$ cat src/hw/dispatch_cfg_pkg.sv
package dispatch_cfg_pkg;

  // ----------------------------------------
  // Structural sizes
  // ----------------------------------------

  // Number of parallel lanes behind the dispatcher
  localparam int NUM_LANES = 2;

  // ----------------------------------------
  // Datapath widths
  // ----------------------------------------

  // Width of the data symbol carried by each job
  localparam int SYMBOL_WIDTH = 8;

  // Running sum of one lane, wraps modulo 2**SUM_WIDTH
  localparam int SUM_WIDTH = 16;

  // Per-lane job counter, wraps on overflow
  localparam int COUNT_WIDTH = 8;

endpackage : dispatch_cfg_pkg

$ cat src/hw/dispatch_types_pkg.sv
package dispatch_types_pkg;
  import dispatch_cfg_pkg::*;

  // ----------------------------------------
  // Vector types
  // ----------------------------------------
  typedef logic [SYMBOL_WIDTH-1:0] symbol_t;
  // Binary lane select, wide enough to name every lane
  typedef logic [$clog2(NUM_LANES)-1:0] lane_sel_t;
  typedef logic [SUM_WIDTH-1:0] sum_t;
  typedef logic [COUNT_WIDTH-1:0] count_t;

  // Job opcode, the two upper codes are unused
  typedef enum logic [1:0] {
    OP_ADD   = 2'd0,
    OP_CLEAR = 2'd1
  } op_e;

  // ----------------------------------------
  // Records
  // ----------------------------------------

  // One job as it enters the dispatcher, 11 bits
  typedef struct packed {
    lane_sel_t lane;
    op_e       op;
    symbol_t   symbol;
  } job_t;

  // One lane result as it leaves through the merger, 25 bits
  typedef struct packed {
    lane_sel_t lane;
    count_t    count;
    sum_t      sum;
  } result_t;

endpackage : dispatch_types_pkg

$ cat src/hw/job_dispatcher.sv
`timescale 1ns/1ps

module job_dispatcher
  import dispatch_cfg_pkg::*, dispatch_types_pkg::*;
(
  input  logic                 clk,
  input  logic                 rst,
  input  logic                 in_req,
  input  job_t                 in_job,
  output logic                 in_ack,
  output job_t                 lane_job,
  output logic [NUM_LANES-1:0] lane_req,
  input  logic [NUM_LANES-1:0] lane_ack
);

  // SEND holds the lane request, RELEASE and DONE hold in_ack
  typedef enum logic [1:0] {
    IDLE,
    SEND,
    RELEASE,
    DONE
  } state_e;

  state_e state;
  job_t   job_q;

  // ----------------------------------------
  // Control FSM
  // ----------------------------------------
  always_ff @(posedge clk) begin
    if (rst) begin
      state <= IDLE;
    end else begin
      case (state)
        IDLE: begin
          if (in_req) begin
            state <= SEND;
          end
        end
        // Lane request drops and in_ack rises on the same edge
        SEND: begin
          if (lane_ack[job_q.lane]) begin
            state <= RELEASE;
          end
        end
        RELEASE: begin
          if (!in_req) begin
            state <= DONE;
          end
        end
        // The lane must finish its own return to zero first
        DONE: begin
          if (!lane_ack[job_q.lane]) begin
            state <= IDLE;
          end
        end
        default: state <= IDLE;
      endcase
    end
  end

  // Job payload is captured once per transfer, while still idle
  always_ff @(posedge clk) begin
    if (state == IDLE && in_req) begin
      job_q <= in_job;
    end
  end

  // ----------------------------------------
  // Binary select demux
  // ----------------------------------------

  // Every lane sees the same job, only the selected one gets a request
  assign lane_job = job_q;

  always_comb begin
    for (int i = 0; i < NUM_LANES; i++) begin
      lane_req[i] = (state == SEND) && (job_q.lane == lane_sel_t'(i));
    end
  end

  assign in_ack = (state == RELEASE) || (state == DONE);

  // ----------------------------------------
  // Checks
  // ----------------------------------------
  a_lane_req_onehot0: assert property (@(posedge clk) disable iff (rst)
    $onehot0(lane_req))
    else $error("more than one lane request is active");

  a_lane_req_in_send: assert property (@(posedge clk) disable iff (rst)
    (lane_req != '0) |-> (state == SEND))
    else $error("lane request seen outside of the send phase");

  // The sender may only change the job once its request has dropped
  a_in_job_stable: assert property (@(posedge clk) disable iff (rst)
    (in_req && !in_ack) |=> (!in_req || $stable(in_job)))
    else $error("input job changed while its request was pending");

endmodule : job_dispatcher

$ cat src/hw/lane_accumulator.sv
`timescale 1ns/1ps

module lane_accumulator
  import dispatch_cfg_pkg::*, dispatch_types_pkg::*;
(
  input  logic    clk,
  input  logic    rst,
  input  logic    job_req,
  input  job_t    job,
  output logic    job_ack,
  output logic    res_req,
  output result_t res,
  input  logic    res_ack
);

  // ACK answers the job port, OFFER and RELEASE run the result port
  typedef enum logic [1:0] {
    IDLE,
    ACK,
    OFFER,
    RELEASE
  } state_e;

  state_e    state;
  sum_t      sum_q;
  count_t    count_q;
  lane_sel_t lane_q;
  sum_t      sum_next;

  // ----------------------------------------
  // Sum update
  // ----------------------------------------

  // The symbol is zero extended before it is added
  always_comb begin
    case (job.op)
      OP_CLEAR: sum_next = '0;
      default:  sum_next = sum_q + {{(SUM_WIDTH-SYMBOL_WIDTH){1'b0}}, job.symbol};
    endcase
  end

  // ----------------------------------------
  // Control FSM and accumulator
  // ----------------------------------------
  always_ff @(posedge clk) begin
    if (rst) begin
      state   <= IDLE;
      sum_q   <= '0;
      count_q <= '0;
    end else begin
      case (state)
        // A job is only taken here, so one result at most is held
        IDLE: begin
          if (job_req) begin
            sum_q   <= sum_next;
            count_q <= count_q + 1'b1;
            state   <= ACK;
          end
        end
        ACK: begin
          if (!job_req) begin
            state <= OFFER;
          end
        end
        // Stays here as long as the merger holds off
        OFFER: begin
          if (res_ack) begin
            state <= RELEASE;
          end
        end
        RELEASE: begin
          if (!res_ack) begin
            state <= IDLE;
          end
        end
        default: state <= IDLE;
      endcase
    end
  end

  // Lane tag of the last job, only read together with the result
  always_ff @(posedge clk) begin
    if (state == IDLE && job_req) begin
      lane_q <= job.lane;
    end
  end

  // ----------------------------------------
  // Port outputs
  // ----------------------------------------
  assign job_ack   = (state == ACK);
  assign res_req   = (state == OFFER);
  assign res.lane  = lane_q;
  assign res.count = count_q;
  assign res.sum   = sum_q;

  // A new job must never be acked before the previous result left
  a_no_ack_while_offer: assert property (@(posedge clk) disable iff (rst)
    $rose(job_ack) |-> (!res_req && !$past(res_req)))
    else $error("job acked while a result was still offered");

endmodule : lane_accumulator

$ cat src/hw/result_merger.sv
`timescale 1ns/1ps

module result_merger
  import dispatch_cfg_pkg::*, dispatch_types_pkg::*;
(
  input  logic                    clk,
  input  logic                    rst,
  input  logic [NUM_LANES-1:0]    res_req,
  input  result_t [NUM_LANES-1:0] res_val,
  output logic [NUM_LANES-1:0]    res_ack,
  output logic                    out_req,
  output result_t                 out_result,
  input  logic                    out_ack
);

  // The output handshake completes fully before the lane is acked
  typedef enum logic [2:0] {
    IDLE,
    OUT_REQ,
    OUT_WAIT,
    LANE_ACK,
    LANE_WAIT
  } state_e;

  state_e    state;
  lane_sel_t last_q;
  lane_sel_t other;
  lane_sel_t grant;
  result_t   result_q;

  // ----------------------------------------
  // Round-robin pick
  // ----------------------------------------

  // The lane not served last wins when both are pending
  assign other = lane_sel_t'(last_q + 1'b1);

  always_comb begin
    grant = last_q;
    if (res_req[other]) begin
      grant = other;
    end
  end

  // ----------------------------------------
  // Control FSM
  // ----------------------------------------
  always_ff @(posedge clk) begin
    if (rst) begin
      state  <= IDLE;
      // Last grant at lane 1 puts lane 0 first after reset
      last_q <= lane_sel_t'(NUM_LANES - 1);
    end else begin
      case (state)
        IDLE: begin
          if (res_req != '0) begin
            last_q <= grant;
            state  <= OUT_REQ;
          end
        end
        OUT_REQ: begin
          if (out_ack) begin
            state <= OUT_WAIT;
          end
        end
        OUT_WAIT: begin
          if (!out_ack) begin
            state <= LANE_ACK;
          end
        end
        // Hold the lane ack until that lane withdraws its request
        LANE_ACK: begin
          if (!res_req[last_q]) begin
            state <= LANE_WAIT;
          end
        end
        // One settle cycle lets the lane see its ack low
        LANE_WAIT: state <= IDLE;
        default:   state <= IDLE;
      endcase
    end
  end

  // Output record is loaded only when a new grant is made
  always_ff @(posedge clk) begin
    if (state == IDLE && res_req != '0) begin
      result_q <= res_val[grant];
    end
  end

  // ----------------------------------------
  // Port outputs
  // ----------------------------------------
  assign out_req    = (state == OUT_REQ);
  assign out_result = result_q;

  always_comb begin
    for (int i = 0; i < NUM_LANES; i++) begin
      res_ack[i] = (state == LANE_ACK) && (last_q == lane_sel_t'(i));
    end
  end

  a_res_ack_onehot0: assert property (@(posedge clk) disable iff (rst)
    $onehot0(res_ack))
    else $error("more than one lane acked at once");

  a_out_result_stable: assert property (@(posedge clk) disable iff (rst)
    out_req |=> (!out_req || $stable(out_result)))
    else $error("output result changed while its request was high");

endmodule : result_merger

$ cat src/hw/dispatch_top.sv
`timescale 1ns/1ps

module dispatch_top
  import dispatch_cfg_pkg::*, dispatch_types_pkg::*;
(
  input  logic    clk,
  input  logic    rst,
  input  logic    in_req,
  input  job_t    in_job,
  output logic    in_ack,
  output logic    out_req,
  output result_t out_result,
  input  logic    out_ack
);

  // ----------------------------------------
  // Dispatcher to lanes
  // ----------------------------------------
  job_t                 lane_job;
  logic [NUM_LANES-1:0] lane_req;
  logic [NUM_LANES-1:0] lane_ack;

  // ----------------------------------------
  // Lanes to merger
  // ----------------------------------------
  logic [NUM_LANES-1:0]    res_req;
  result_t [NUM_LANES-1:0] res_val;
  logic [NUM_LANES-1:0]    res_ack;

  job_dispatcher u_dispatcher (
    .clk      (clk),
    .rst      (rst),
    .in_req   (in_req),
    .in_job   (in_job),
    .in_ack   (in_ack),
    .lane_job (lane_job),
    .lane_req (lane_req),
    .lane_ack (lane_ack)
  );

  // Both lanes see the same job bus, the request picks the one that acts
  lane_accumulator u_lane0 (
    .clk     (clk),
    .rst     (rst),
    .job_req (lane_req[0]),
    .job     (lane_job),
    .job_ack (lane_ack[0]),
    .res_req (res_req[0]),
    .res     (res_val[0]),
    .res_ack (res_ack[0])
  );

  lane_accumulator u_lane1 (
    .clk     (clk),
    .rst     (rst),
    .job_req (lane_req[1]),
    .job     (lane_job),
    .job_ack (lane_ack[1]),
    .res_req (res_req[1]),
    .res     (res_val[1]),
    .res_ack (res_ack[1])
  );

  result_merger u_merger (
    .clk        (clk),
    .rst        (rst),
    .res_req    (res_req),
    .res_val    (res_val),
    .res_ack    (res_ack),
    .out_req    (out_req),
    .out_result (out_result),
    .out_ack    (out_ack)
  );

endmodule : dispatch_top

$ cat config.mk
export PLATFORM = sky130hd
export DESIGN_NAME = dispatch_top
export DESIGN_NICKNAME = d
export VERILOG_FILES = /design/src/hw/dispatch_cfg_pkg.sv /design/src/hw/dispatch_types_pkg.sv /design/src/hw/job_dispatcher.sv /design/src/hw/lane_accumulator.sv /design/src/hw/result_merger.sv /design/src/hw/dispatch_top.sv
export SDC_FILE = /design/constraint.sdc
export NUM_CORES = 1
export LEC_CHECK = 0
export ABC_AREA = 1
export ABC_CLOCK_PERIOD_IN_PS = 1900
export BUFFER_PORTS_ARGS = -buffer_cell sky130_fd_sc_hd__buf_2
export CAP_MARGIN = 30
export CORE_MARGIN = 3
export CORE_UTILIZATION = 60
export CTS_BUF_LIST = sky130_fd_sc_hd__clkbuf_4
export DETAILED_ROUTE_END_ITERATION = 12
export GPL_TIMING_DRIVEN = 0
export MAX_ROUTING_LAYER = met4
export PLACE_DENSITY_LB_ADDON = 0.1
export SLEW_MARGIN = 20
export SYNTH_ARGS = -nofsm -noshare
export SYNTH_HDL_FRONTEND = slang
export SYNTH_SLANG_ARGS = --single-unit
export TNS_END_PERCENT = 1
$ cat constraint.sdc
create_clock -name clk -period 1.9 [get_ports clk]
set_input_delay 0.19 -clock clk [delete_from_list [all_inputs] [get_ports clk]]
set_output_delay 0.19 -clock clk [all_outputs]
set_load 0.02 [all_outputs]
==> results.sh <==
export IMPL_status="complete, no violations"
export IMPL_fin_util_pct=70.62
export IMPL_hold_class="input pin to flip-flop"
export IMPL_post_route_period_util_pct=96.30
export IMPL_max_stage_delay_ns=0.40
export IMPL_synth_seq_area_share_pct=44.87
export IMPL_cp_buffers_inverters=2
export IMPL_layout_drive_gt1_share_pct=15.31
export IMPL_finalCriticalPeriod_ns=1.830
export IMPL_clock_skew_ns=0.01780
export IMPL_grt_first_pass_wirelength_microns=19390
export IMPL_pwr_share_clk_pct=17.9
export IMPL_antenna_left=0
export IMPL_htreeDepth=3
export IMPL_syn_nets=703
export IMPL_slew_headroom_pct=47.26
export IMPL_grt_setup_unrepaired="true"
export IMPL_io_pins=42
export IMPL_setup_viol_count_final=0
export IMPL_yosys_top_cells_area="dfxtp_1, edfxtp_1, nand2_1"
export IMPL_dieArea_sq_mm=0.009697
export IMPL_grt_ovfl_total=0
export IMPL_critPathCaptureType="flip-flop"
export IMPL_synth_top_cell_area_share_pct=22.63
export IMPL_area_delta_synth_final_pct=13.66
export IMPL_power_switching_mw=2.633
export IMPL_vias=4637
export IMPL_nFillCells=686
export IMPL_grt_usage_pct=25.45
export IMPL_synth_area_sq_mm=0.005131
export IMPL_clockBufferDepth=2
export IMPL_cts_sinks=96
export IMPL_drt_iter0_markers=327
export IMPL_p_leak_nw=2.490
export IMPL_peakVddDrop_mv=0.6774
export IMPL_tns_ns=0
export IMPL_yosysUniqueCellTypes=35
export IMPL_syn_area_per_cell_sq_um=7.822
export IMPL_synth_edf_count=38
export IMPL_viasPerCell=5.587
export IMPL_dr_pass1_iters=5
export IMPL_critPathSlowestCell="dfxtp_1"
export IMPL_sequentialPowerShare_pct=43.0
export IMPL_wl_per_cell_microns=14.55
export IMPL_crit_chain="inv_1, ha_1, o21ai_4, buf_6, mux2_2"
export IMPL_core_area_sq_mm=0.008258
export IMPL_power_frac_comb_pct=39.1
export IMPL_place_inst=803
export IMPL_rows=33
export IMPL_grt_max_degree=18
export IMPL_cp_arrival_ns=2.06
export IMPL_start_kind="flip-flop"
export IMPL_layoutNonFillerInstCount=830
export IMPL_layout_setup_ws_ns=0.07027
export IMPL_start_util_pct=62.14
export IMPL_antenna_found_initial=0
export IMPL_fmax_mhz=546.5
export IMPL_cp_top_family="flip-flops"
export IMPL_dieWidth_microns=98.48
export IMPL_internal_power_mw=3.859
export IMPL_drc=0
export IMPL_p_sw_share_pct=40.56
export IMPL_fin_nets=767
export IMPL_die_y_microns=98.48
export IMPL_total_power_mw=6.492
export IMPL_drt_total_wl_microns=12070
export IMPL_ctsRootBufferMaster="clkbuf_4"
export IMPL_path_clk_slew_ns=0.16
export IMPL_gp_congestion=0.9283
export IMPL_numCtsBuffers=9
export IMPL_yosysWarnings=0
export IMPL_path_max_fanout=10
export IMPL_syn_inst=656
export IMPL_crit_type="flip-flop to flip-flop"
export IMPL_timing_hold_ws_ns=0.08054
export IMPL_yosysTopAreaCell="dfxtp_1"
export IMPL_hold_viol_final=0
export IMPL_tightest_slew_ns=0.7882
export IMPL_dp_hpwl_microns=8893
export IMPL_async_flop_share_pct=0
export IMPL_synth_ff_type="dfxtp_1"
export IMPL_port_buffers=41
export IMPL_ys_ff_latch=96
export IMPL_powerDensity_mw_per_mm2=1113
export IMPL_cts_tree="built"
export IMPL_dp_slack_ns=-0.07508
export IMPL_placed_area_sq_mm=0.005495
export IMPL_max_cap_violations=0
export IMPL_drv_slew=0
export IMPL_cp_data_required_time_ns=2.13
export IMPL_diodes=0
export IMPL_stdcell_area_sq_mm=0.005832
export IMPL_clock_latency_ns=0.45
export IMPL_grt_pass1_vias=4250
power by group through the flow:
stage               Clock [mW]  Combinational [mW]  Sequential, mW
finish                    1.16                2.54            2.79
global route              1.25                2.82            2.83
CTS                       1.18                2.46            2.79
detailed placement           0                2.43            2.83
global placement             0                2.26            2.82
floorplan                    0                1.55            2.97
worst register-to-register path, delay by kind of cell, from the launching register on:
family	cells	cell delay (ns)
AOI/OAI and AO/OA	1	0.26
adders and majority gates	1	0.30
muxes	1	0.36
DFF	1	0.40
buffers and inverters	2	0.28
logic make-up after synthesis:
| group | synth area share [%] |
|---|---|
| AND/OR/NAND/NOR | 27.94 |
| flip-flops | 44.87 |
| AO/OA/AOI/OAI | 9.461 |
| buffers and inverters | 6.925 |
| adder cells (fa/ha/maj) | 8.096 |
| multiplexers | 2.195 |
| XOR/XNOR | 0.5122 |
sequential cells by signal, indices dropped and copies added (netlist names), 3 cells and up:
name,cells
u_dispatcher.lane_job,11
u_merger.out_result,25
u_merger.state,3
u_lane0.sum_q,16
u_lane1.sum_q,16
u_lane0.count_q,8
u_lane1.count_q,8
layout make-up:
class | instances | area [sq um] | share of cell area, %
clock inverters | 7 | 77.57 | 1.330
plain buffers | 13 | 68.82 | 1.180
multi-input cells | 469 | 2547 | 43.68
flip-flops and latches | 96 | 2303 | 39.50
well taps | 105 | 131.4 | 2.253
inverters | 78 | 292.8 | 5.020
repair buffers | 53 | 342.8 | 5.879
clock buffers | 9 | 67.56 | 1.159
timing repair:
action,CTS,global route
buffers inserted,0,0
hold buffers,11,0
resized for setup,5,21
pin swaps,0,2
endpoints found under the hold margin,11,0
setup endpoints to repair,18,62
path summary, 6_finish.rpt:
kind,startpoint,slack (ns),endpoint,cells after the start
setup / recovery,u_lane0.state[0],0.07,u_merger.out_result[7],5
setup reg to reg,u_lane0.state[0],0.07,u_merger.out_result[7],5
hold / removal,rst,0.08,u_lane0.state[0],4
hold reg to reg,u_lane1.count_q[7],0.46,u_lane1.count_q[7],1
cells in the final DEF, fill, tap and decap left out, types with 3 or more instances in the layout:
| master | n |
|---|---|
| inv_1 | 74 |
| nand3b_1 | 5 |
| clkbuf_1 | 4 |
| dfxtp_1 | 57 |
| o21bai_1 | 3 |
| mux2_2 | 10 |
| nor3_1 | 9 |
| edfxtp_1 | 38 |
| nand2_1 | 167 |
| nor2_4 | 3 |
| nand3_2 | 4 |
| nor2_1 | 62 |
| or2_2 | 3 |
| inv_2 | 4 |
| a21oi_2 | 5 |
| buf_2 | 46 |
| ha_1 | 26 |
| dlygate4sd3_1 | 11 |
| nand3_1 | 66 |
| ha_2 | 3 |
| nand2_2 | 3 |
| clkbuf_4 | 9 |
| o21ai_0 | 27 |
| a21oi_1 | 50 |
synthesized netlist by cell type, types with 3 or more instances:
library cell and number:
ha_1 30, nand3b_1 5, nor3_1 9, buf_2 5
o21ai_0 27, dfxtp_1 58, edfxtp_1 38, inv_1 76
nand3_1 68, nor2_1 63, or2_2 3, o21bai_1 3
a21oi_1 54, nand2_1 169, clkbuf_1 6, mux2_2 10
metal layers:
layer | wire length (microns) | GRT usage (%)
met5 | 0 | -
met4 | 163 | 9.349
met3 | 739 | 4.034
met2 | 5617 | 39.52
met1 | 5554 | 33.96
No activity file was read; power rests on OpenSTA's default activity.
